==> src/source/dcache_pkg.sv <==
package dcache_pkg;

    // ----------------------------------------
    // Bus and cache geometry
    // ----------------------------------------

    localparam int ADDR_WIDTH  = 32;
    localparam int DATA_WIDTH  = 32;
    localparam int STRB_WIDTH  = DATA_WIDTH / 8;
    localparam int WAYS_NUMBER = 2;
    localparam int SETS_NUMBER = 16;
    localparam int INDEX_SIZE  = 4;
    localparam int TAG_SIZE    = 4;
    localparam int STORE_DEPTH = 256;

    // Word address into the backing store, covers the whole 1 KiB window
    localparam int STORE_ADDR_SIZE = $clog2(STORE_DEPTH);

    // Byte address layout: [9:6] tag, [5:2] index, [1:0] byte offset
    localparam int INDEX_LSB = 2;
    localparam int TAG_LSB   = INDEX_LSB + INDEX_SIZE;

    // First byte address past the cacheable window
    localparam logic [ADDR_WIDTH-1:0] WINDOW_LIMIT = 32'd1024;

    // AXI response codes
    localparam logic [1:0] RESP_OKAY   = 2'b00;
    localparam logic [1:0] RESP_SLVERR = 2'b10;

    // ----------------------------------------
    // Stage payloads
    // ----------------------------------------

    // Request handed from decode to the execute stage
    typedef struct packed {
        logic                       is_write;
        logic                       out_of_range;
        logic [TAG_SIZE-1:0]        tag;
        logic [INDEX_SIZE-1:0]      index;
        logic [STORE_ADDR_SIZE-1:0] word_addr;
        logic [DATA_WIDTH-1:0]      wdata;
        logic [STRB_WIDTH-1:0]      wstrb;
    } cache_req_t;

    // Response handed from execute to the result stage
    typedef struct packed {
        logic                  is_write;
        logic [DATA_WIDTH-1:0] rdata;
        logic [1:0]            resp;
        logic                  hit;
    } cache_rsp_t;

    // Replaces the strobed bytes of a stored word with the new ones
    function automatic logic [DATA_WIDTH-1:0] byte_merge(
        input logic [DATA_WIDTH-1:0] old_word,
        input logic [DATA_WIDTH-1:0] new_word,
        input logic [STRB_WIDTH-1:0] strb
    );
        logic [DATA_WIDTH-1:0] merged;
        merged = old_word;
        for (int b = 0; b < STRB_WIDTH; b++) begin
            if (strb[b]) begin
                merged[8*b +: 8] = new_word[8*b +: 8];
            end
        end
        return merged;
    endfunction

endpackage

==> src/source/dcache_resp_gen.sv <==
`timescale 1ns/1ps

module dcache_resp_gen (
    input  logic                              hit_o,
    input  logic                              rst_n_i,
    input  dcache_pkg::cache_rsp_t            rsp_i,
    input  logic                              rsp_valid_i,
    output logic [dcache_pkg::DATA_WIDTH-1:0] rdata_o,
    output logic [1:0]                        rresp_o,
    output logic                              rvalid_o,
    input  logic                              rready_i,
    output logic [1:0]                        bresp_o,
    output logic                              bvalid_o,
    input  logic                              bready_i,
    output logic                              rsp_hit_o,
    output logic                              resp_busy_o
);

    dcache_pkg::cache_rsp_t rsp_q;
    logic                   rvalid_q;
    logic                   bvalid_q;

    // ----------------------------------------
    // Channel valids
    // ----------------------------------------

    // A new response goes to R or B and stays up until that channel's ready
    always_ff @(posedge hit_o) begin
        if (!rst_n_i) begin
            rvalid_q <= 1'b0;
            bvalid_q <= 1'b0;
        end else begin
            if (rsp_valid_i && !rsp_i.is_write) begin
                rvalid_q <= 1'b1;
            end else if (rready_i) begin
                rvalid_q <= 1'b0;
            end
            if (rsp_valid_i && rsp_i.is_write) begin
                bvalid_q <= 1'b1;
            end else if (bready_i) begin
                bvalid_q <= 1'b0;
            end
        end
    end

    always_ff @(posedge hit_o) begin
        if (rsp_valid_i) begin
            rsp_q <= rsp_i;
        end
    end

    assign rvalid_o    = rvalid_q;
    assign bvalid_o    = bvalid_q;
    assign rdata_o     = rsp_q.rdata;
    assign rresp_o     = rsp_q.resp;
    assign bresp_o     = rsp_q.resp;
    assign resp_busy_o = rvalid_q || bvalid_q;
    // Hit flag is only meaningful beside a valid response
    assign rsp_hit_o   = rsp_q.hit && resp_busy_o;

    a_r_stable: assert property (
        @(posedge hit_o) disable iff (!rst_n_i)
        rvalid_o && !rready_i |=> rvalid_o && $stable(rdata_o) && $stable(rresp_o)
    ) else $error("R channel changed while waiting for RREADY");

    a_b_stable: assert property (
        @(posedge hit_o) disable iff (!rst_n_i)
        bvalid_o && !bready_i |=> bvalid_o && $stable(bresp_o)
    ) else $error("B channel changed while waiting for BREADY");

endmodule

==> config.mk <==
export PLATFORM = sky130hd
export DESIGN_NAME = dcache_resp_gen
export DESIGN_NICKNAME = d
export VERILOG_FILES = /design/src/source/dcache_pkg.sv /design/src/source/dcache_resp_gen.sv
export SDC_FILE = /design/constraint.sdc
export NUM_CORES = 1
export LEC_CHECK = 0
export BUFFER_PORTS_ARGS = -buffer_cell sky130_fd_sc_hd__buf_2
export CORE_ASPECT_RATIO = 0.9
export CORE_MARGIN = 1
export CORE_UTILIZATION = 43
export DETAILED_ROUTE_END_ITERATION = 7
export GPL_ROUTABILITY_DRIVEN = 1
export HOLD_SLACK_MARGIN = 0.05
export PLACE_DENSITY = 0.84
export SETUP_SLACK_MARGIN = 0.02
export SYNTH_ARGS = -nofsm -noshare
export SYNTH_HDL_FRONTEND = slang
export SYNTH_SLANG_ARGS = --single-unit
==> constraint.sdc <==
create_clock -name hit_o -period 0.8 [get_ports hit_o]
set_input_delay 0.08 -clock hit_o [delete_from_list [all_inputs] [get_ports hit_o]]
set_output_delay 0.08 -clock hit_o [all_outputs]
set_load 0.01 [all_outputs]
==> results.md <==
* Status: complete, but fails checks
* Failing checks: negative setup slack
* Worst setup SP type: register
* Setup ws final at -456 ps
* Yosys warns at 0
* Main synth FF type: edfxtp_1
* Finished Cell Area at ~0.0022 mm^2
* Crit path required time at approximately 720 ps
* Largest net degree at the start of global routing at 25
* Worst Setup Path Type: reg -> out
* Placed wire-length estimate at between 1500 and 2000 um
* Fin. max-slew vios at 0
* Fillers at 209
* Vias per inst at 4.33
* Die Ht at 56.4 um
* Crit path arrival time at approximately 1200 ps
* Worst Setup End Kind: primary output
* Post-DR wirelength/cell at 14.7 um
* Post-route DRC at 0
* Global Route met2 Usage at 33.1%
* WP depth at 3
* Via count at between 900 and 1000
* # IOs at 81
* Initial core utilization at a little under half
* Unrepaired setup endpoints after global routing: true
* Mean Syn Cell Area at 17.5 um^2
* I/O Buffers at 80
* Most frequent cell after synthesis: buf_4
* Commonest cells post-synth: buf_4 (36), edfxtp_1 (35), nand2b_1 (3)
* Number of antenna violations at the first check in global routing at 0
* Clk_lat worst skew at 340 ps
* Yosys reg bits at 37
* NumNets Final at 218
* Die X at between 60 and 70 um
* Initial DRT Pass Iterations at 5
* Slowest stage delay, CP at ~360 ps
* Drt total wl at 3230 um
* TritonCTS clock tree: built
* Layout cell share with drive strength beyond 1 at around 56%
* Crit share post-route at 157%
* Sequential area share after synthesis at 77.0%
* Lkg Pwr at 0.962 nW
* DP Area at about 0.0016 mm^2
* Grt met3 use at between 7 and 8%
* Post-synth ARST share at 0%
* First-pass GRT wire length at around 4600 um
* Period minus WS final at 1260 ps
* Remaining antenna violation count at 0
* Max IR drop VDD at 0.00136 V
* # setup viols final at 41
* Skew final at 0 ps
* Worst Tran Pin Value at 134 ps
* Synth area leaders: edfxtp_1 (74%), buf_4 (19%), dfxtp_1 (2.8%)
* Grt met1 use at a little under a fifth
* PwrDens at a little over 2000 mW/mm^2
* Total track usage at between 10% and 20%
* Fin. Hold Viols at 0
* Hold Path Class: in -> reg
* Clock transition at path regs at approximately 130 ps
* Layout area overhead at 55.0%
* Post-synth EDFFs at 35
* CP bufs+invs at 1
* Worst hold stages at 2
* Reg2Reg Setup Slack at -30 ps
* Worst-path cell chain: or2_4 > and2_4 > buf_6
* H-tree levels at 2
* Gr ovfl total at 0
* DRT iter0 DRCs at 41
* CTS buffer count at 5
* ANT cells at 0
* Worst path top cell family by delay: flip-flops
* Yosys cell types at 9
* Critical Path Fanout Max at 2
* Routability-driven placement congestion ratio at 0.748
* CP max-delay cell: dfxtp_2
* Syn Std Cell Area at 0.00142 mm^2
* Most used routing layer: met2
* Max cap viols at 0
* Setup WS pre-CTS at -83.5 ps
* Top cell type's share of synthesized area at around three quarters
* Worst slew margin at approximately nine tenths
* Worst R2R Path Depth at 4
* # rows at 19
* Die ar. at 0.00353 mm^2
* Vias in the first global route at about 1000
* Largest area contributor in the netlist: edfxtp_1
* Core area at ~0.0031 mm^2
* CTS sink cnt at 37
* Synthesized net count at around 120
* Root Driver: clkbuf_4
* Fmax at 0.796 GHz
* CTS max path bufs at 2
* Mapped Cells at between 80 and 90
[final cells by class]
type / instances / area, um^2 / area share (%)
Clock buffer: 5 / 37.5 / 1.71
Sequential cell: 37 / 1090 / 49.8
Clock inverter: 3 / 68.8 / 3.13
Tap cell: 42 / 52.6 / 2.39
Timing Repair Buffer: 125 / 885 / 40.3
Multi-Input combinational cell: 8 / 58.8 / 2.68
[state kept, by name, summed over array words and instances, names as in the netlist]
| name | count |
|---|---|
| bresp_o | 2 |
| rdata_o | 32 |
| rvalid_o | 1 |
| rsp_q | 1 |
| bvalid_o | 1 |
[worst register-to-register path, cell delays in order, from the launching register on]
cell	delay (ps)
dfxtp_2	380
buf_6	110
buf_6	90
nand2b_1	70
a21boi_2	130
[report_power, final]
part / switching, mW / internal [mW]
clock: 0.642 / 0.984
sequential: 0.0465 / 2.28
combinational: 0.253 / 0.355
[routing by layer]
metal | vias to the layer above | share of wire [%]
li1 | 437 | -
met1 | 436 | 37
met2 | 75 | 51
met3 | 4 | 11
met4 | 0 | 1.4
met5 | - | 0
[cell families after synthesis]
| group | count (synthesis) | share of synthesized area (%) |
|---|---|---|
| AO/OA/AOI/OAI | 2 | 1.06 |
| buffers and inverters | 36 | 19.1 |
| flip-flops | 37 | 77.0 |
| AND/OR/NAND/NOR | 6 | 2.83 |
[layout by cell type (no fill, tap or decap)]
cell           Yosys  routed
edfxtp_1          35      35
buf_6              0       7
dlygate4sd3_1      0      39
buf_4             36       2
inv_6              0       1
a21boi_1           1       1
dfxtp_2            0       2
a21boi_2           0       1
nand2_1            1       1
and2_4             1       1
or2_4              1       1
nand2b_1           3       3
bufinv_16          0       2
buf_12             0       1
clkbuf_4           0       5
buf_2              0      76
[through the flow]
| step | TNS [ps] | power (mW) | hold slack, ps | utilization (%) | cells |
|---|---|---|---|---|---|
| 2_1_floorplan | -7.17 | 2.66 | 179 | - | 81 |
| 3_3_place_gp | -74.9 | 2.76 | 256 | 53.2 | 171 |
| 3_5_place_dp | -83.5 | 2.77 | 258 | 53.2 | 171 |
| 4_1_cts | -7080 | 4.55 | 113 | 71.0 | 221 |
| 5_1_grt | -8570 | 4.73 | 123 | 71.1 | 220 |
| 6_report | -6480 | 4.56 | 132 | 71.1 | 220 |
[path summary, 6_finish.rpt]
path	startpoint	endpoint
worst max-delay path	bvalid_o	rsp_hit_o
worst min register to register	rvalid_o	rvalid_o
worst max register to register	bvalid_o	bvalid_o
worst min-delay path	rsp_valid_i	rdata_o[27]
[timing repair]
item / CTS / global route
gates resized for setup: 8 / 3
hold endpoints to repair: 37 / 0
hold buffers: 39 / 0
endpoints found under the setup margin: 40 / 41
setup buffers: 3 / 0
pin swaps: 2 / 1
Note: power is estimated with default switching activity, not from simulation.
