--- src/source/dcache_pkg.sv ---
package dcache_pkg;

    // ----------------------------------------
    // Bus and cache geometry
    // ----------------------------------------

    localparam int ADDR_WIDTH  = 32;
    localparam int DATA_WIDTH  = 32;
    localparam int STRB_WIDTH  = DATA_WIDTH / 8;
    localparam int WAYS_NUMBER = 2;
    localparam int SETS_NUMBER = 16;
    localparam int INDEX_SIZE  = 4;
    localparam int TAG_SIZE    = 4;
    localparam int STORE_DEPTH = 256;

    // Word address into the backing store, covers the whole 1 KiB window
    localparam int STORE_ADDR_SIZE = $clog2(STORE_DEPTH);

    // Byte address layout: [9:6] tag, [5:2] index, [1:0] byte offset
    localparam int INDEX_LSB = 2;
    localparam int TAG_LSB   = INDEX_LSB + INDEX_SIZE;

    // First byte address past the cacheable window
    localparam logic [ADDR_WIDTH-1:0] WINDOW_LIMIT = 32'd1024;

    // AXI response codes
    localparam logic [1:0] RESP_OKAY   = 2'b00;
    localparam logic [1:0] RESP_SLVERR = 2'b10;

    // ----------------------------------------
    // Stage payloads
    // ----------------------------------------

    // Request handed from decode to the execute stage
    typedef struct packed {
        logic                       is_write;
        logic                       out_of_range;
        logic [TAG_SIZE-1:0]        tag;
        logic [INDEX_SIZE-1:0]      index;
        logic [STORE_ADDR_SIZE-1:0] word_addr;
        logic [DATA_WIDTH-1:0]      wdata;
        logic [STRB_WIDTH-1:0]      wstrb;
    } cache_req_t;

    // Response handed from execute to the result stage
    typedef struct packed {
        logic                  is_write;
        logic [DATA_WIDTH-1:0] rdata;
        logic [1:0]            resp;
        logic                  hit;
    } cache_rsp_t;

    // Replaces the strobed bytes of a stored word with the new ones
    function automatic logic [DATA_WIDTH-1:0] byte_merge(
        input logic [DATA_WIDTH-1:0] old_word,
        input logic [DATA_WIDTH-1:0] new_word,
        input logic [STRB_WIDTH-1:0] strb
    );
        logic [DATA_WIDTH-1:0] merged;
        merged = old_word;
        for (int b = 0; b < STRB_WIDTH; b++) begin
            if (strb[b]) begin
                merged[8*b +: 8] = new_word[8*b +: 8];
            end
        end
        return merged;
    endfunction

endpackage

--- src/source/dcache_req_decode.sv ---
`timescale 1ns/1ps

module dcache_req_decode (
    input  logic                              hit_o,
    input  logic                              rst_n_i,
    input  logic [dcache_pkg::ADDR_WIDTH-1:0] awaddr_i,
    input  logic                              awvalid_i,
    output logic                              awready_o,
    input  logic [dcache_pkg::DATA_WIDTH-1:0] wdata_i,
    input  logic [dcache_pkg::STRB_WIDTH-1:0] wstrb_i,
    input  logic                              wvalid_i,
    output logic                              wready_o,
    input  logic [dcache_pkg::ADDR_WIDTH-1:0] araddr_i,
    input  logic                              arvalid_i,
    output logic                              arready_o,
    output dcache_pkg::cache_req_t            req_o,
    output logic                              req_valid_o,
    input  logic                              req_done_i
);

    // High from the issuing edge until execute reports the response taken
    logic busy_q;

    // AW and W may arrive in either order, each one is parked here
    logic                              aw_seen_q;
    logic                              w_seen_q;
    logic [dcache_pkg::ADDR_WIDTH-1:0] aw_addr_q;
    logic [dcache_pkg::DATA_WIDTH-1:0] w_data_q;
    logic [dcache_pkg::STRB_WIDTH-1:0] w_strb_q;

    logic                              aw_ok;
    logic                              w_ok;
    logic                              read_go;
    logic                              write_go;
    logic [dcache_pkg::ADDR_WIDTH-1:0] req_addr;
    logic [dcache_pkg::DATA_WIDTH-1:0] wr_data;
    logic [dcache_pkg::STRB_WIDTH-1:0] wr_strb;

    // ----------------------------------------
    // Handshakes and arbitration
    // ----------------------------------------

    // A channel is only ready while idle and while its holding slot is free
    assign arready_o = !busy_q;
    assign awready_o = !busy_q && !aw_seen_q;
    assign wready_o  = !busy_q && !w_seen_q;

    // Each half of a write is available either from its slot or from the bus
    assign aw_ok   = aw_seen_q || (awvalid_i && awready_o);
    assign w_ok    = w_seen_q || (wvalid_i && wready_o);
    assign wr_data = w_seen_q ? w_data_q : wdata_i;
    assign wr_strb = w_seen_q ? w_strb_q : wstrb_i;

    // A waiting read wins, a complete write goes only when no read is offered
    assign read_go  = arvalid_i && arready_o;
    assign write_go = !busy_q && !arvalid_i && aw_ok && w_ok;

    always_comb begin
        if (read_go) begin
            req_addr = araddr_i;
        end else begin
            req_addr = aw_seen_q ? aw_addr_q : awaddr_i;
        end
    end

    always_ff @(posedge hit_o) begin
        if (!rst_n_i) begin
            busy_q      <= 1'b0;
            aw_seen_q   <= 1'b0;
            w_seen_q    <= 1'b0;
            req_valid_o <= 1'b0;
        end else begin
            // Slots stay filled until the write they belong to is issued
            aw_seen_q   <= aw_ok && !write_go;
            w_seen_q    <= w_ok && !write_go;
            req_valid_o <= read_go || write_go;
            if (read_go || write_go) begin
                busy_q <= 1'b1;
            end else if (req_done_i) begin
                busy_q <= 1'b0;
            end
        end
    end

    // ----------------------------------------
    // Address split and request register
    // ----------------------------------------

    always_ff @(posedge hit_o) begin
        if (awvalid_i && awready_o) begin
            aw_addr_q <= awaddr_i;
        end
        if (wvalid_i && wready_o) begin
            w_data_q <= wdata_i;
            w_strb_q <= wstrb_i;
        end
        if (read_go || write_go) begin
            req_o.is_write     <= write_go;
            req_o.out_of_range <= req_addr >= dcache_pkg::WINDOW_LIMIT;
            req_o.tag          <= req_addr[dcache_pkg::TAG_LSB +: dcache_pkg::TAG_SIZE];
            req_o.index        <= req_addr[dcache_pkg::INDEX_LSB +: dcache_pkg::INDEX_SIZE];
            req_o.word_addr    <= req_addr[dcache_pkg::INDEX_LSB +: dcache_pkg::STORE_ADDR_SIZE];
            req_o.wdata        <= wr_data;
            req_o.wstrb        <= wr_strb;
        end
    end

    // Only one request may be in flight through the execute stage
    a_one_in_flight: assert property (
        @(posedge hit_o) disable iff (!rst_n_i)
        req_valid_o |=> (!req_valid_o until_with req_done_i)
    ) else $error("req_valid_o rose again before req_done_i");

endmodule

--- config.mk ---
export PLATFORM = sky130hd
export DESIGN_NAME = dcache_req_decode
export DESIGN_NICKNAME = d
export VERILOG_FILES = /design/src/source/dcache_pkg.sv /design/src/source/dcache_req_decode.sv
export SDC_FILE = /design/constraint.sdc
export NUM_CORES = 1
export LEC_CHECK = 0
export BUFFER_PORTS_ARGS = -buffer_cell sky130_fd_sc_hd__buf_2
export CAP_MARGIN = 20
export CORE_MARGIN = 3
export CORE_UTILIZATION = 50
export CTS_CLUSTER_DIAMETER = 100
export DETAILED_ROUTE_END_ITERATION = 16
export PLACE_DENSITY = 0.84
export RECOVER_POWER = 100
export SYNTH_ARGS = -nofsm -noshare
export SYNTH_HDL_FRONTEND = slang
export SYNTH_SLANG_ARGS = --single-unit
--- constraint.sdc ---
create_clock -name hit_o -period 8 [get_ports hit_o]
set_clock_uncertainty 0.2 [all_clocks]
set_input_delay 0.4 -clock hit_o [delete_from_list [all_inputs] [get_ports hit_o]]
set_output_delay 0.4 -clock hit_o [all_outputs]
set_load 0.05 [all_outputs]
==> results.md, run 1 <==
- Largest net degree at the start of global routing: 47
- Slew Limit Headroom: -73.4%
- Clock Power Share: 40.5%
- GRT overflow: 0
- Sequential share of power: 43.6%
- CTS buffer count: 17
- Most frequent cells in the layout: 120 x clkbuf_1, 112 x edfxtp_1, 78 x dlygate4sd3_1
- RSZ-0062 raised after global routing: false
- Net Count, Synth: 344
- Net Sw Power: 477 uW
- Final Non-Filler Cells: 599
- Cell row count: 33
- HP Class: input pin to flop
- Die height: 99.5 um
- Clock Tree Root: clkbuf_8
- Worst slew pin tran: 2.60 ns
- Comb pwr share: 16.0%
- Core area: 0.00834 mm^2
- Post-synth cell types: 25
- Overall die width: 99.5 um
- Clk_lat worst skew: 0.50 ns
- Layout cells sized above 1: 22.1%
- Critical path peak fanout: 46
- First-pass GRT wire length: 16,800 um
- Reg2reg setup slack: 3.29 ns
- DRT antenna net count: 0
- Tot Pwr: 1770 uW
- # fillers: 541
- Detailed placement HPWL: 6070 um
- Vias in the first global route: 3,374
- IO Port Bufs: 159
- Dpl cells: 489
- Total leakage power: 0.00227 uW
- CTS H-tree lvls: 4
- Setup TNS Final: 0 ns
- Setup-failing EPs final: 0
- WP data required: 7.86 ns
- Synth warnings: 0
- Switching Share: 27.0%
- Vias per inst: 5.23
- Antenna violations before repair: 0
- Area of the multi-input gates: 825 um^2
- FF/Latch Area: 0.00344 mm^2
- Commonest non-fill, non-tap cell in the layout: clkbuf_1
- PD cells: 276 mW/mm^2
- Worst Path Arrival: 4.57 ns
- Critical Path Sink Type: flop
- Worst vdd rail ir drop: 0.146 mV
- DIE AREA: 0.00989 mm^2
- Post-Syn Area: 0.00437 mm^2
- Outcome: complete, but fails checks
- Kind of critical path: flop to flop
- WL final: 11,000 um
- Synth Area per Inst: 18.4 um^2
- TritonCTS Sinks: 116
- Post-layout minimum cycle time: 4.71 ns
- Internal cell power: 1290 uW
- DRT iter0 DRCs: 118
- Starting density of the core: 52.4%
- Drt drc: 0
- Drt first pass iters: 5
- CTS tree: built
- Via Count: 3,130
- ANT cells: 0
- Seq/Total Area, Yosys: 78.8%
- Final Cycle Share: 58.9%
- GRT Util Overall: 22.9%
- CP Launch Type: flop
- MaxCap Viol Count: 3
- I/O pins: 164
- Max Root-Sink Buffers: 2
- Fin. max-slew vios: 124
- FMAX: 212 MHz
- Final nets: 588
- Synth-to-layout area growth: 46.9%
- Final hold violation count: 0
- Failing checks: capacitance limit, slew limit
- Placer Congestion: 0.766
- Gate Count Post-Synth: 238
- Flops & latches, synth: 116
- Average wire per cell in the routed design: 18.3 um
- Worst-path clk slew: 0.05 ns
==> synth_stat cells, drive strengths merged <==
library cell / n / area, um^2
o21ai: 9 / 45.0
nand4: 1 / 6.26
o22ai: 1 / 6.26
a21oi: 2 / 10.0
or4: 2 / 18.8
nor2b: 1 / 6.26
edfxtp: 112 / 3360
mux2: 36 / 405
buf: 15 / 97.6
and2: 3 / 18.8
dfxtp: 4 / 80.1
nor4b: 1 / 8.76
inv: 2 / 7.51
nor3: 4 / 20.0
mux2i: 8 / 80.1
nor2: 8 / 30.0
nor4: 14 / 93.8
nand2: 10 / 40.0
o21a: 1 / 7.51
o31ai: 1 / 7.51
nand3: 3 / 15.0
==> sequential cells by signal (all words and copies together), names as in the netlist <==
register	count
w_strb_q	4
busy_q	1
req_valid_o	1
w_data_q	32
req_o	46
aw_seen_q	1
aw_addr_q	30
w_seen_q	1
==> per-stage QoR <==
step	setup WS, ns	hold slack (ns)	utilization (%)	area (um^2)
after floorplan	4.51	0.299	-	4370
after global placement	5.39	0.327	62.7	5230
after detailed placement	5.33	0.333	62.7	5230
after CTS	5.32	0.181	78.7	6570
after global routing	2.91	0.260	76.9	6410
final	3.29	0.198	76.9	6410
==> path summary, 6_finish.rpt <==
check / start / to / cells past startpoint
worst max-delay path: w_seen_q$_SDFF_PN0_ / req_o[53]$_DFFE_PP_ / 3
worst max register to register: w_seen_q$_SDFF_PN0_ / req_o[53]$_DFFE_PP_ / 3
worst min register to register: w_data_q[21]$_DFFE_PP_ / req_o[25]$_DFFE_PP_ / 1
worst min-delay path: araddr_i[21] / req_o[52]$_DFFE_PP_ / 5
==> layout make-up <==
class                   count  area share (%)
flip-flops and latches    116            53.7
inverters                   2           0.117
multi-input cells         105            12.9
well taps                 105            2.05
repair buffers            240            22.6
clock inverters            11            2.11
clock buffers              20            6.63
==> kinds of logic after synthesis <==
logic type / synth area share [%]
flops: 78.8
simple gates: 5.90
mux: 11.1
buf+inv: 2.41
compound gates: 1.75
==> power by group through the flow <==
| stage | combinational, uW | clock, uW | sequential [uW] |
|---|---|---|---|
| finish | 282 | 716 | 771 |
| global route | 296 | 758 | 778 |
| CTS | 293 | 723 | 767 |
| detailed placement | 262 | 0 | 778 |
| global placement | 257 | 0 | 774 |
| floorplan | 96.8 | 0 | 868 |
==> critical path: stages (launching register included) <==
cell,delay (ns)
dfxtp_1,1.50
o22ai_1,0.41
a21oi_4,0.27
clkbuf_1,1.86
==> per-layer routing <==
layer / vias up / global-route usage [%] / share of wire [%]
met1: 1492 / 25.7 / 36
met3: 21 / 7.08 / 8.8
li1: 1422 / - / -
met5: - / 0 / 0
met2: 195 / 40.1 / 53
met4: 0 / 9.87 / 2.1
==> repair_timing <==
item	4_1_cts	5_1_grt
buffers inserted	0	0
hold endpoints to repair	94	0
resized for setup	0	0
hold buffers	78	0
setup endpoints to repair	0	0
(Power assumes the default switching activity.)
==> inputs of run 2 (changes only) <==
--- a/config.mk
+++ b/config.mk
@@ -8,10 +8,10 @@
 export BUFFER_PORTS_ARGS = -buffer_cell sky130_fd_sc_hd__buf_2
 export CAP_MARGIN = 20
 export CORE_MARGIN = 3
-export CORE_UTILIZATION = 50
+export CORE_UTILIZATION = 44
 export CTS_CLUSTER_DIAMETER = 100
 export DETAILED_ROUTE_END_ITERATION = 16
-export PLACE_DENSITY = 0.84
+export PLACE_DENSITY = 0.79
 export RECOVER_POWER = 100
 export SYNTH_ARGS = -nofsm -noshare
 export SYNTH_HDL_FRONTEND = slang
==> constraint.sdc (replaced) <==
create_clock -name hit_o -period 4 [get_ports hit_o]
set_clock_uncertainty 0.2 [all_clocks]
set_input_delay 0.2 -clock hit_o [delete_from_list [all_inputs] [get_ports hit_o]]
set_output_delay 0.2 -clock hit_o [all_outputs]
set_load 0.05 [all_outputs]
==> run 2 against run 1 <==
  * The flow still finishes with violations (capacitance limit, slew limit)
  * Cell count up 4.5%
  * Sequential power up 97%
  * Critical path depth unchanged
  * Via count down 2.1%
  * Non-clock buffer count up 2
  * Largest cell class unchanged
  * Worst setup slack worse by 2.4 ns
  * Combinational power up 100%
  * Flip-flop and latch count unchanged
  * Die area up 13%
  * Highest routed layer unchanged
  * Cell area up 0.88%
  * Worst hold slack worse by 0.19 ns
  * Global-route usage down 2.6 points
==> results.md, run 2 (synthesis gave the netlist of run 1 again) <==
- Outcome: complete, but fails checks
- Failing checks: capacitance limit, slew limit
- Dpl cells: 515 (+5.3%)
- I/O pins: 164 (unchanged)
- Layout cells sized above 1: 22.7% (+0.67 points)
- Kind of critical path: flop to flop
- MaxCap Viol Count: 1 (-2)
- CP Launch Type: flop
- Drt drc: 0 (unchanged)
- Clock Tree Root: clkbuf_8
- Worst slew pin tran: 1.65 ns (-0.955 ns)
- TritonCTS Sinks: 116 (unchanged)
- WL final: 10,900 um (-0.82%)
- Slew Limit Headroom: -9.71% (+64 points)
- Worst reg2reg path endpoint: req_o[25]$_DFFE_PP_
- Hold path endpoint: aw_seen_q$_SDFF_PN0_
- Largest net degree at the start of global routing: 43 (-8.5%)
- Comb pwr share: 16.1% (about the same)
- Worst-path clk slew: 0.05 ns (about the same)
- Setup TNS Final: 0 ns (unchanged)
- Overall die width: 106 um (+6.2%)
- ANT cells: 0 (unchanged)
- Worst vdd rail ir drop: 0.396 mV (+170%)
- Internal cell power: 2590 uW (+100%)
- # fillers: 715 (+32%)
- Worst Hold Launch: awvalid_i
- DP Area: 0.00527 mm^2 (+0.86%)
- Post-layout minimum cycle time: 3.07 ns (-1.65 ns)
- DRT antenna net count: 0 (unchanged)
- Antenna violations before repair: 0 (unchanged)
- Die height: 106 um (+6.2%)
- Fin. max-slew vios: 37 (-70%)
- Worst r2r path cells: 3 (unchanged)
- Clk_lat worst skew: 0.50 ns (about the same)
- CTS H-tree lvls: 4 (unchanged)
- Critical path peak fanout: 42 (-8.7%)
- Final Non-Filler Cells: 626 (+4.5%)
- Cell row count: 35 (+6.1%)
- Post-CTS Resized: 0 (unchanged)
- Clock Power Share: 41.2% (+0.7 points)
- CTS buffer count: 17 (unchanged)
- Via Count: 3,065 (-2.1%)
- Max FFs per register: 46 (unchanged)
- Detailed placement HPWL: 6120 um (+0.80%)
- WP data required: 3.91 ns (-3.95 ns)
- Tot Pwr: 3560 uW (+100%)
- Setup-failing EPs final: 0 (unchanged)
- Final Cycle Share: 76.6% (+18 points)
- DRT iter0 DRCs: 109 (-7.6%)
- Critical Path Sink Type: flop
- IO Port Bufs: 159 (unchanged)
- Reg2reg setup slack: 0.93 ns (-2.35 ns)
- Vias per inst: 4.90 (-6.3%)
- Sequential share of power: 42.8% (-0.8 points)
- Largest Register: req_o
- Hold Crit Depth: 4 (-1)
- Average wire per cell in the routed design: 17.4 um (-5.1%)
- Core area: 0.00946 mm^2 (+13%)
- Synth-to-layout area growth: 48.2%
- Starting density of the core: 46.2% (-6.2 points)
- Most frequent cells in the layout: 117 x clkbuf_1, 112 x edfxtp_1, 79 x dlygate4sd3_1
- Worst Path Arrival: 2.98 ns (-1.59 ns)
- Final Cell Area: 0.00647 mm^2 (+0.88%)
- Commonest non-fill, non-tap cell in the layout: clkbuf_1
- CTS tree: built
- GRT overflow: 0 (unchanged)
- Vias in the first global route: 3,449 (+2.2%)
- Drt first pass iters: 4 (-1)
- Worst reg2reg path startpoint: aw_seen_q$_SDFF_PN0_
- Net Sw Power: 975 uW (+100%)
- Post CTS Setup Buffer Count: 0 (unchanged)
- Final nets: 590 (+0.34%)
- Biggest regs: req_o: 46 flops, w_data_q: 32 flops, aw_addr_q: 30 flops
- DIE AREA: 0.0112 mm^2 (+13%)
- GRT Util Overall: 20.2% (-2.6 points)
- HP Class: input pin to flop
- FMAX: 326 MHz (+54%)
- First-pass GRT wire length: 17,200 um (+2.1%)
- Max Root-Sink Buffers: 2 (unchanged)
- Total leakage power: 0.00228 uW (+0.52%)
- Switching Share: 27.4% (+0.43 points)
- PD cells: 550 mW/mm^2 (+100%)
- Final hold violation count: 0 (unchanged)
- RSZ-0062 raised after global routing: false
- Placer Congestion: 0.718 (-6.3%)
## run 2: cell types whose count changed in the layout (fill, tap and decap cells not counted), moves of 2 or more
cell,before,now
mux2_2,34,36
clkbuf_1,120,117
mux2_1,2,0
clkinv_4,0,3
buf_2,42,44
clkinv_1,1,3
clkinv_2,5,2
## run 2: layer usage
layer  part of all wire [%]  track usage (%)  up-vias
met5                      0                0        -
met4                    2.5             9.16        0
met3                    8.9             7.65       21
met2                     51             35.2      173
met1                     38             21.9     1448
li1                       -                -     1423
## run 2: through the flow
step                      setup WS (ns)  utilization [%]  hold slack, ns
after detailed placement           1.52             55.7           0.191
after floorplan                   0.551                -          0.0989
after global routing              0.724             68.4          0.0453
final                             0.935             68.4          0.0108
after CTS                          1.51             70.2         0.00233
after global placement             1.57             55.7           0.187
## run 2: critical path, cell delays in order, from the launching register on
cell	delay [ns]
dfxtp_1	0.77
o22ai_1	0.19
a21oi_1	0.57
clkbuf_2	0.93
## run 2: worst max-delay path by stage
stage,from,to,slack [ns],cells after the start
floorplan,aw_seen_q$_SDFF_PN0_,req_o[0]$_DFFE_PP_,0.55,2
global placement,aw_seen_q$_SDFF_PN0_,req_o[22]$_DFFE_PP_,1.57,3
detailed placement,aw_seen_q$_SDFF_PN0_,req_o[24]$_DFFE_PP_,1.52,3
CTS,aw_seen_q$_SDFF_PN0_,req_o[25]$_DFFE_PP_,1.51,3
global route,aw_seen_q$_SDFF_PN0_,req_o[8]$_DFFE_PP_,0.72,3
finish,aw_seen_q$_SDFF_PN0_,req_o[25]$_DFFE_PP_,0.93,3
## run 2: area by class of cell
| class | count | area (um^2) | area share, % |
|---|---|---|---|
| tap | 129 | 161 | 2.49 |
| clock buffer | 18 | 418 | 6.46 |
| clock inverter | 14 | 161 | 2.49 |
| multi-input combinational | 105 | 813 | 12.6 |
| sequential | 116 | 3440 | 53.2 |
| inverter | 2 | 7.51 | 0.116 |
| timing repair buffer | 242 | 1470 | 22.7 |
## run 2: timing repair
| action | in CTS | in global routing |
|---|---|---|
| endpoints found under the setup margin | 0 | 0 |
| endpoints found under the hold margin | 120 | 0 |
| hold buffers | 79 | 0 |
## run 2: power groups by stage
stage          clock network (uW)  logic [uW]  registers [uW]
2_1_floorplan                   0         194            1740
3_3_place_gp                    0         531            1540
3_5_place_dp                    0         540            1540
4_1_cts                      1480         600            1520
5_1_grt                      1540         605            1530
6_report                     1470         573            1520
