==> config.mk <==
export PLATFORM = sky130hd
export DESIGN_NAME = dcache_way_array
export DESIGN_NICKNAME = d
export VERILOG_FILES = /design/src/source/dcache_pkg.sv /design/src/source/dcache_hit_check.sv /design/src/source/dcache_way_array.sv
export SDC_FILE = /design/constraint.sdc
export NUM_CORES = 1
export LEC_CHECK = 0
export BUFFER_PORTS_ARGS = -buffer_cell sky130_fd_sc_hd__buf_2
export CORE_MARGIN = 2
export CORE_UTILIZATION = 45
export DETAILED_ROUTE_END_ITERATION = 6
export GPL_ROUTABILITY_DRIVEN = 0
export PLACE_DENSITY_LB_ADDON = 0.3
export SLEW_MARGIN = 10
export SYNTH_ARGS = -nofsm -noshare
export SYNTH_HDL_FRONTEND = slang
export SYNTH_SLANG_ARGS = --single-unit
==> constraint.sdc <==
create_clock -name hit_o -period 6 [get_ports hit_o]
set_input_delay 0.6 -clock hit_o [delete_from_list [all_inputs] [get_ports hit_o]]
set_output_delay 0.6 -clock hit_o [all_outputs]
set_load 0.005 [all_outputs]
==> src/source/dcache_pkg.sv <==
package dcache_pkg;

    // ----------------------------------------
    // Bus and cache geometry
    // ----------------------------------------

    localparam int ADDR_WIDTH  = 32;
    localparam int DATA_WIDTH  = 32;
    localparam int STRB_WIDTH  = DATA_WIDTH / 8;
    localparam int WAYS_NUMBER = 2;
    localparam int SETS_NUMBER = 16;
    localparam int INDEX_SIZE  = 4;
    localparam int TAG_SIZE    = 4;
    localparam int STORE_DEPTH = 256;

    // Word address into the backing store, covers the whole 1 KiB window
    localparam int STORE_ADDR_SIZE = $clog2(STORE_DEPTH);

    // Byte address layout: [9:6] tag, [5:2] index, [1:0] byte offset
    localparam int INDEX_LSB = 2;
    localparam int TAG_LSB   = INDEX_LSB + INDEX_SIZE;

    // First byte address past the cacheable window
    localparam logic [ADDR_WIDTH-1:0] WINDOW_LIMIT = 32'd1024;

    // AXI response codes
    localparam logic [1:0] RESP_OKAY   = 2'b00;
    localparam logic [1:0] RESP_SLVERR = 2'b10;

    // ----------------------------------------
    // Stage payloads
    // ----------------------------------------

    // Request handed from decode to the execute stage
    typedef struct packed {
        logic                       is_write;
        logic                       out_of_range;
        logic [TAG_SIZE-1:0]        tag;
        logic [INDEX_SIZE-1:0]      index;
        logic [STORE_ADDR_SIZE-1:0] word_addr;
        logic [DATA_WIDTH-1:0]      wdata;
        logic [STRB_WIDTH-1:0]      wstrb;
    } cache_req_t;

    // Response handed from execute to the result stage
    typedef struct packed {
        logic                  is_write;
        logic [DATA_WIDTH-1:0] rdata;
        logic [1:0]            resp;
        logic                  hit;
    } cache_rsp_t;

    // Replaces the strobed bytes of a stored word with the new ones
    function automatic logic [DATA_WIDTH-1:0] byte_merge(
        input logic [DATA_WIDTH-1:0] old_word,
        input logic [DATA_WIDTH-1:0] new_word,
        input logic [STRB_WIDTH-1:0] strb
    );
        logic [DATA_WIDTH-1:0] merged;
        merged = old_word;
        for (int b = 0; b < STRB_WIDTH; b++) begin
            if (strb[b]) begin
                merged[8*b +: 8] = new_word[8*b +: 8];
            end
        end
        return merged;
    endfunction

endpackage

==> src/source/dcache_hit_check.sv <==
`timescale 1ns/1ps

module dcache_hit_check (
    input  logic                                                          hit_o,
    input  logic [dcache_pkg::WAYS_NUMBER-1:0][dcache_pkg::TAG_SIZE-1:0] cache_tag_i,
    input  logic [dcache_pkg::WAYS_NUMBER-1:0]                           cache_valid_i,
    input  logic [dcache_pkg::TAG_SIZE-1:0]                              address_tag_i,
    output logic                                                          hit_flag_o,
    output logic [dcache_pkg::WAYS_NUMBER-1:0]                           way_hit_o
);

    logic [dcache_pkg::WAYS_NUMBER-1:0] way_hit;

    // A way hits when it holds a valid line with the requested tag
    always_comb begin
        way_hit = '0;
        for (int w = 0; w < dcache_pkg::WAYS_NUMBER; w++) begin
            way_hit[w] = (cache_tag_i[w] == address_tag_i) && cache_valid_i[w];
        end
    end

    assign hit_flag_o = |way_hit;
    assign way_hit_o  = way_hit;

    // Refill only targets a set on a miss, so one tag never sits in two ways
    a_way_hit_onehot: assert property (
        @(posedge hit_o) disable iff ($isunknown(cache_valid_i))
        $onehot0(way_hit_o)
    ) else $error("more than one way hit for tag %0h", address_tag_i);

endmodule

==> src/source/dcache_way_array.sv <==
`timescale 1ns/1ps

module dcache_way_array (
    input  logic                                   hit_o,
    input  logic                                   rst_n_i,
    input  dcache_pkg::cache_req_t                 req_i,
    input  logic                                   req_valid_i,
    output logic                                   req_done_o,
    output logic [dcache_pkg::STORE_ADDR_SIZE-1:0] store_raddr_o,
    output logic                                   store_we_o,
    output logic [dcache_pkg::STORE_ADDR_SIZE-1:0] store_waddr_o,
    output logic [dcache_pkg::DATA_WIDTH-1:0]      store_wdata_o,
    output logic [dcache_pkg::STRB_WIDTH-1:0]      store_wstrb_o,
    input  logic [dcache_pkg::DATA_WIDTH-1:0]      store_rdata_i,
    output dcache_pkg::cache_rsp_t                 rsp_o,
    output logic                                   rsp_valid_o,
    input  logic                                   resp_busy_i
);

    // Idle doubles as the lookup cycle, drain waits for the response handshake
    typedef enum logic [2:0] {
        S_IDLE,
        S_WAIT,
        S_REFILL,
        S_RESP,
        S_DRAIN
    } state_t;

    state_t state_q;

    // ----------------------------------------
    // Storage
    // ----------------------------------------

    logic [dcache_pkg::WAYS_NUMBER-1:0][dcache_pkg::TAG_SIZE-1:0]   tag_q [dcache_pkg::SETS_NUMBER];
    logic [dcache_pkg::WAYS_NUMBER-1:0][dcache_pkg::DATA_WIDTH-1:0] data_q [dcache_pkg::SETS_NUMBER];
    logic [dcache_pkg::SETS_NUMBER-1:0][dcache_pkg::WAYS_NUMBER-1:0] valid_q;

    // One bit per set naming the way to replace next
    logic [dcache_pkg::SETS_NUMBER-1:0] lru_q;

    logic [dcache_pkg::WAYS_NUMBER-1:0] way_hit;
    logic                               hit_flag;
    logic                               hit_way;
    logic                               fill_way;
    logic                               lookup;
    logic                               in_range_hit;
    dcache_pkg::cache_rsp_t             rsp_q;

    dcache_hit_check u_hit_check (
        .hit_o         (hit_o),
        .cache_tag_i   (tag_q[req_i.index]),
        .cache_valid_i (valid_q[req_i.index]),
        .address_tag_i (req_i.tag),
        .hit_flag_o    (hit_flag),
        .way_hit_o     (way_hit)
    );

    assign lookup       = (state_q == S_IDLE) && req_valid_i;
    assign in_range_hit = hit_flag && !req_i.out_of_range;
    // With two ways the upper hit bit is the way number
    assign hit_way      = way_hit[1];
    assign fill_way     = lru_q[req_i.index];

    // Every in-range write goes through to the store in the lookup cycle
    assign store_we_o    = lookup && req_i.is_write && !req_i.out_of_range;
    assign store_waddr_o = req_i.word_addr;
    assign store_wdata_o = req_i.wdata;
    assign store_wstrb_o = req_i.wstrb;
    // The read address is held, so refill sees the word written a cycle before
    assign store_raddr_o = req_i.word_addr;

    assign rsp_o       = rsp_q;
    assign rsp_valid_o = (state_q == S_RESP) && !resp_busy_i;
    assign req_done_o  = (state_q == S_DRAIN) && !resp_busy_i;

    // ----------------------------------------
    // Control, valid and LRU
    // ----------------------------------------

    always_ff @(posedge hit_o) begin
        if (!rst_n_i) begin
            state_q <= S_IDLE;
            valid_q <= '0;
            lru_q   <= '0;
        end else begin
            case (state_q)
                S_IDLE: begin
                    if (lookup && req_i.out_of_range) begin
                        state_q <= S_RESP;
                    end else if (lookup && hit_flag) begin
                        lru_q[req_i.index] <= !hit_way;
                        state_q            <= S_RESP;
                    end else if (lookup) begin
                        state_q <= S_WAIT;
                    end
                end
                // Store read latency, the word is valid from the next cycle
                S_WAIT: state_q <= S_REFILL;
                S_REFILL: begin
                    valid_q[req_i.index][fill_way] <= 1'b1;
                    lru_q[req_i.index]             <= !fill_way;
                    state_q                        <= S_RESP;
                end
                S_RESP: begin
                    if (!resp_busy_i) begin
                        state_q <= S_DRAIN;
                    end
                end
                S_DRAIN: begin
                    if (!resp_busy_i) begin
                        state_q <= S_IDLE;
                    end
                end
                default: state_q <= S_IDLE;
            endcase
        end
    end

    // ----------------------------------------
    // Tags, data and response payload
    // ----------------------------------------

    always_ff @(posedge hit_o) begin
        if (lookup) begin
            rsp_q.is_write <= req_i.is_write;
            rsp_q.rdata    <= '0;
            rsp_q.resp     <= req_i.out_of_range ? dcache_pkg::RESP_SLVERR
                                                 : dcache_pkg::RESP_OKAY;
            rsp_q.hit      <= in_range_hit;
            if (in_range_hit && req_i.is_write) begin
                data_q[req_i.index][hit_way] <= dcache_pkg::byte_merge(
                    data_q[req_i.index][hit_way], req_i.wdata, req_i.wstrb);
            end else if (in_range_hit) begin
                rsp_q.rdata <= data_q[req_i.index][hit_way];
            end
        end
        // Allocation takes the merged word from the store for reads and writes
        if (state_q == S_REFILL) begin
            tag_q[req_i.index][fill_way]  <= req_i.tag;
            data_q[req_i.index][fill_way] <= store_rdata_i;
            if (!req_i.is_write) begin
                rsp_q.rdata <= store_rdata_i;
            end
        end
    end

    // The word read back after a write must be the one that was just written
    a_store_same_addr: assert property (
        @(posedge hit_o) disable iff (!rst_n_i)
        store_we_o |=> (store_raddr_o == $past(store_waddr_o))
    ) else $error("store read after a write went to a different address");

endmodule

==> metrics.txt <==
# TYPE chip_impl_metric gauge
chip_impl_info{name="outcome",value="completed"} 1
chip_impl_metric{name="p_leak",unit="nW"} 17.4
chip_impl_metric{name="setup-violations-final",unit=""} 0
chip_impl_metric{name="synth-seq-cells",unit=""} 1238
chip_impl_info{name="timing.hold.worst.class",value="input port to register"} 1
chip_impl_metric{name="yosys_warnings",unit=""} 0
chip_impl_metric{name="layout.nets",unit=""} 2617
chip_impl_metric{name="whs",unit="ps"} 170
chip_impl_metric{name="asyncSetResetFlopFracSynth",unit=""} 0
chip_impl_metric{name="ant_nets",unit=""} 0
chip_impl_metric{name="area_share_of_the_largest_cell_type_after_synthesis",unit=""} 0.710
chip_impl_metric{name="detail_route.wl_per_cell",unit="um"} 29.6
chip_impl_info{name="tritoncts",value="yes"} 1
chip_impl_metric{name="fin_cells",unit=""} 4036
chip_impl_metric{name="max_cap_viol_count",unit=""} 0
chip_impl_metric{name="synth_cell_types",unit=""} 41
chip_impl_metric{name="postSynthNetCount",unit=""} 2438
chip_impl_metric{name="p_per_cell_area",unit="mW/mm2"} 332
chip_impl_metric{name="grt_max_degree",unit=""} 105
chip_impl_metric{name="worst_reg_to_reg_setup_slack",unit="ps"} 2010
chip_impl_metric{name="power.share.clock",unit=""} 0.399
chip_impl_metric{name="die_area",unit="mm2"} 0.111
chip_impl_metric{name="final_max_slew_viol_count",unit=""} 0
chip_impl_metric{name="nFillCells",unit=""} 8237
chip_impl_metric{name="drt_pre_antenna_iters",unit=""} 5
chip_impl_info{name="min-delay-start",value="store_rdata_i[20]"} 1
chip_impl_metric{name="internal_power",unit="W"} 0.0144
chip_impl_metric{name="fin_crit",unit="ps"} 4300
chip_impl_metric{name="antenna_found_initial",unit=""} 12
chip_impl_metric{name="die_width",unit="um"} 334
chip_impl_metric{name="finalCoreUtilization",unit=""} 0.519
chip_impl_info{name="synth_top_cell_by_area",value="sky130_fd_sc_hd__edfxtp_1"} 1
chip_impl_metric{name="drive_gt1_frac",unit=""} 0.325
chip_impl_metric{name="dp_hpwl",unit="um"} 68500
chip_impl_metric{name="flow.area_growth_from_synthesis",unit="%"} 14.0
chip_impl_metric{name="maxClockFrequency",unit="MHz"} 233
chip_impl_metric{name="htreeDepth",unit=""} 3
chip_impl_metric{name="first_global_vias",unit=""} 25000
chip_impl_metric{name="top_level_ports",unit=""} 181
chip_impl_metric{name="global_route_wire_length_before_repair",unit="um"} 173000
chip_impl_metric{name="netlist_instances",unit=""} 2348
chip_impl_metric{name="track_usage",unit=""} 0.216
chip_impl_metric{name="hold_path_depth",unit=""} 3
chip_impl_metric{name="dp.cells",unit=""} 3810
chip_impl_metric{name="path_max_fanout",unit=""} 104
chip_impl_info{name="endpoint_kind",value="register"} 1
chip_impl_info{name="synth-main-ff-cell",value="sky130_fd_sc_hd__edfxtp_1"} 1
chip_impl_metric{name="setup_total_negative_slack",unit="ps"} 0
chip_impl_metric{name="drtIter0Drc",unit=""} 2809
chip_impl_metric{name="initial_utilization",unit=""} 0.455
chip_impl_metric{name="cts.repair.resized",unit=""} 0
chip_impl_metric{name="rows",unit=""} 120
chip_impl_metric{name="timing_worst_slew_pin_value",unit="ps"} 1240
chip_impl_metric{name="combinationalPowerShare",unit=""} 0.072
chip_impl_metric{name="synthesis.area_per_instance",unit="um2"} 20.8
chip_impl_metric{name="finalHoldViolations",unit=""} 0
chip_impl_metric{name="share_seq_of_total_power",unit=""} 0.530
chip_impl_metric{name="postCtsSetupRepairBufs",unit=""} 0
chip_impl_metric{name="clk_pin_slew_worst_paths",unit="ps"} 60
chip_impl_metric{name="number_of_enable_flip_flop_cells_after_synthesis",unit=""} 1155
chip_impl_metric{name="final.setup_skew",unit="ps"} 66.8
chip_impl_metric{name="worstPathArrival",unit="ps"} 4650
chip_impl_info{name="r2r_end",value="data_q[10][16]"} 1
chip_impl_info{name="grt_setup_unrepaired",value="false"} 1
chip_impl_info{name="worstReg2RegStart",value="tag_q[12][5]"} 1
chip_impl_metric{name="cts_max_path_bufs",unit=""} 3
chip_impl_metric{name="globalRouteOverflowTotal",unit=""} 0
chip_impl_info{name="worstSetupStartpointType",value="input port"} 1
chip_impl_metric{name="portBuffers",unit=""} 155
chip_impl_metric{name="r2r.worst_path.cells",unit=""} 9
chip_impl_info{name="ys_top_cells_by_area",value="sky130_fd_sc_hd__edfxtp_1, sky130_fd_sc_hd__mux4_2, sky130_fd_sc_hd__dfxtp_1, sky130_fd_sc_hd__mux2i_1, sky130_fd_sc_hd__o31ai_1"} 1
chip_impl_metric{name="power.share.switching",unit=""} 0.220
chip_impl_metric{name="core_area",unit="mm2"} 0.107
chip_impl_metric{name="ir_worst_vdd",unit="mV"} 0.243
chip_impl_metric{name="cell_area_after_synthesis",unit="mm2"} 0.0489
chip_impl_info{name="timing.setup.critical_path_class",value="input port to register"} 1
chip_impl_metric{name="holdBufCountCts",unit=""} 0
chip_impl_metric{name="period_share",unit=""} 0.716
chip_impl_metric{name="synth_seq_area_share",unit=""} 0.744
chip_impl_metric{name="cts_sinks",unit=""} 1238
chip_impl_info{name="worstSetupStartpoint",value="req_i[45]"} 1
chip_impl_metric{name="clkLatencyLatePin",unit="ps"} 720
chip_impl_info{name="setup.worst_path.end",value="data_q[9][19]"} 1
chip_impl_metric{name="dieHeight",unit="um"} 334
chip_impl_metric{name="vias_per_cell",unit=""} 6.09
chip_impl_metric{name="worst_slew_margin_rel",unit=""} 0.171
chip_impl_metric{name="cts-buffers-inserted",unit=""} 118
chip_impl_metric{name="drc",unit=""} 0
chip_impl_metric{name="route.final.wire_length",unit="um"} 120000
chip_impl_metric{name="vias",unit=""} 24600
chip_impl_metric{name="p_sw",unit="W"} 0.00406
chip_impl_metric{name="worstPathRequired",unit="ps"} 6350
chip_impl_info{name="clk_root_buffer_cell",value="sky130_fd_sc_hd__clkbuf_16"} 1
[cells in the mapped netlist, types with 3 or more instances]
master	n
sky130_fd_sc_hd__o31ai_1	65
sky130_fd_sc_hd__o22ai_1	16
sky130_fd_sc_hd__xnor2_1	5
sky130_fd_sc_hd__and2_1	4
sky130_fd_sc_hd__mux4_2	359
sky130_fd_sc_hd__buf_2	38
sky130_fd_sc_hd__buf_1	8
sky130_fd_sc_hd__mux2i_1	54
sky130_fd_sc_hd__nor2_1	81
sky130_fd_sc_hd__a21oi_1	24
sky130_fd_sc_hd__clkbuf_1	81
sky130_fd_sc_hd__edfxtp_1	1155
sky130_fd_sc_hd__o21a_1	32
sky130_fd_sc_hd__nand2_1	101
sky130_fd_sc_hd__inv_1	3
sky130_fd_sc_hd__buf_8	3
sky130_fd_sc_hd__dfxtp_1	83
sky130_fd_sc_hd__nand3_1	6
sky130_fd_sc_hd__and3_1	5
sky130_fd_sc_hd__buf_4	54
sky130_fd_sc_hd__a22oi_1	40
sky130_fd_sc_hd__nor2b_1	70
sky130_fd_sc_hd__xor2_1	5
sky130_fd_sc_hd__o21ai_0	32
[metal layers]
metal | GRT usage | vias up | wire [um]
li1 | - | 10100 | -
met5 | 0 | - | 124
met2 | 0.332 | 1270 | 55400
met3 | 0.0681 | 237 | 12900
met1 | 0.295 | 13000 | 47400
met4 | 0.0693 | 20 | 3700
[area by class of cell]
class / count / area, um2 / share of cell area
inverters: 3 / 11.3 / 0.000202
well taps: 1403 / 1760 / 0.0315
clock buffers: 168 / 3330 / 0.0598
diodes: 4 / 10.0 / 0.000180
clock inverters: 54 / 554 / 0.00995
repair buffers: 245 / 1720 / 0.0308
multi-input cells: 921 / 12000 / 0.215
flip-flops and latches: 1238 / 36300 / 0.652
[worst max-delay path, cell delays in order]
cell	delay, ps
sky130_fd_sc_hd__buf_8	610
sky130_fd_sc_hd__buf_4	670
sky130_fd_sc_hd__buf_4	690
sky130_fd_sc_hd__mux4_2	340
sky130_fd_sc_hd__mux4_2	270
sky130_fd_sc_hd__mux2i_1	130
sky130_fd_sc_hd__nor2b_1	190
sky130_fd_sc_hd__o31ai_2	920
[stage by stage]
stage	power (W)	worst slack, ps	area, um2
4_1_cts	0.0186	1730	55700
3_3_place_gp	0.0112	1070	51800
6_report	0.0185	1700	55700
2_1_floorplan	0.0107	1220	48900
3_5_place_dp	0.0113	969	51800
5_1_grt	0.0190	1470	55700
[placed cells by master, fill, tap and decap left out, types with 3 or more instances in the layout]
cell	instances
sky130_fd_sc_hd__edfxtp_1	1155
sky130_fd_sc_hd__mux4_2	359
sky130_fd_sc_hd__buf_2	151
sky130_fd_sc_hd__clkbuf_16	120
sky130_fd_sc_hd__nand2_1	101
sky130_fd_sc_hd__dfxtp_1	83
sky130_fd_sc_hd__buf_4	72
sky130_fd_sc_hd__nor2b_1	70
sky130_fd_sc_hd__mux2i_1	54
sky130_fd_sc_hd__nor2_1	46
sky130_fd_sc_hd__a22oi_1	40
sky130_fd_sc_hd__nor2_4	35
sky130_fd_sc_hd__o31ai_2	33
sky130_fd_sc_hd__clkbuf_1	33
sky130_fd_sc_hd__o21ai_0	32
sky130_fd_sc_hd__o31ai_1	32
sky130_fd_sc_hd__o21a_1	32
sky130_fd_sc_hd__a21oi_1	23
sky130_fd_sc_hd__clkinv_2	21
sky130_fd_sc_hd__buf_12	19
sky130_fd_sc_hd__o22ai_1	16
sky130_fd_sc_hd__clkinv_1	16
sky130_fd_sc_hd__clkbuf_8	15
sky130_fd_sc_hd__bufinv_16	8
sky130_fd_sc_hd__nand3_1	6
sky130_fd_sc_hd__and3_1	5
sky130_fd_sc_hd__xor2_1	5
sky130_fd_sc_hd__xnor2_1	5
sky130_fd_sc_hd__diode_2	4
sky130_fd_sc_hd__and2_1	3
sky130_fd_sc_hd__inv_1	3
sky130_fd_sc_hd__clkinv_16	3
[logic make-up after synthesis]
| kind of cell | Yosys count | share of synthesized area |
|---|---|---|
| flops | 1238 | 0.744 |
| compound gates | 224 | 0.0318 |
| xor+xnor | 10 | 0.00179 |
| simple gates | 271 | 0.0252 |
| buf+inv | 189 | 0.0206 |
| mux | 415 | 0.177 |
| other cells | 1 | 0.0000767 |
[power by group through the flow]
stage	clock network, W	registers [W]	logic, W
2_1_floorplan	0	0.00994	0.000770
3_3_place_gp	0	0.00996	0.00129
3_5_place_dp	0	0.00996	0.00134
4_1_cts	0.00748	0.00978	0.00134
5_1_grt	0.00784	0.00978	0.00142
6_report	0.00736	0.00978	0.00133
[flip-flops by register name, summed over array words and instances, names as in the netlist]
register	cells
data_q	1024
tag_q	128
rsp_o	35
valid_q	32
lru_q	16
state_q	3
[how the worst min path moves through the flow]
stage | end
after CTS | rsp_o[23]
final | rsp_o[23]
after floorplan | valid_q[12]
after detailed placement | valid_q[30]
after global routing | rsp_o[9]
after global placement | valid_q[23]
Note: power is estimated with default switching activity, not from simulation.
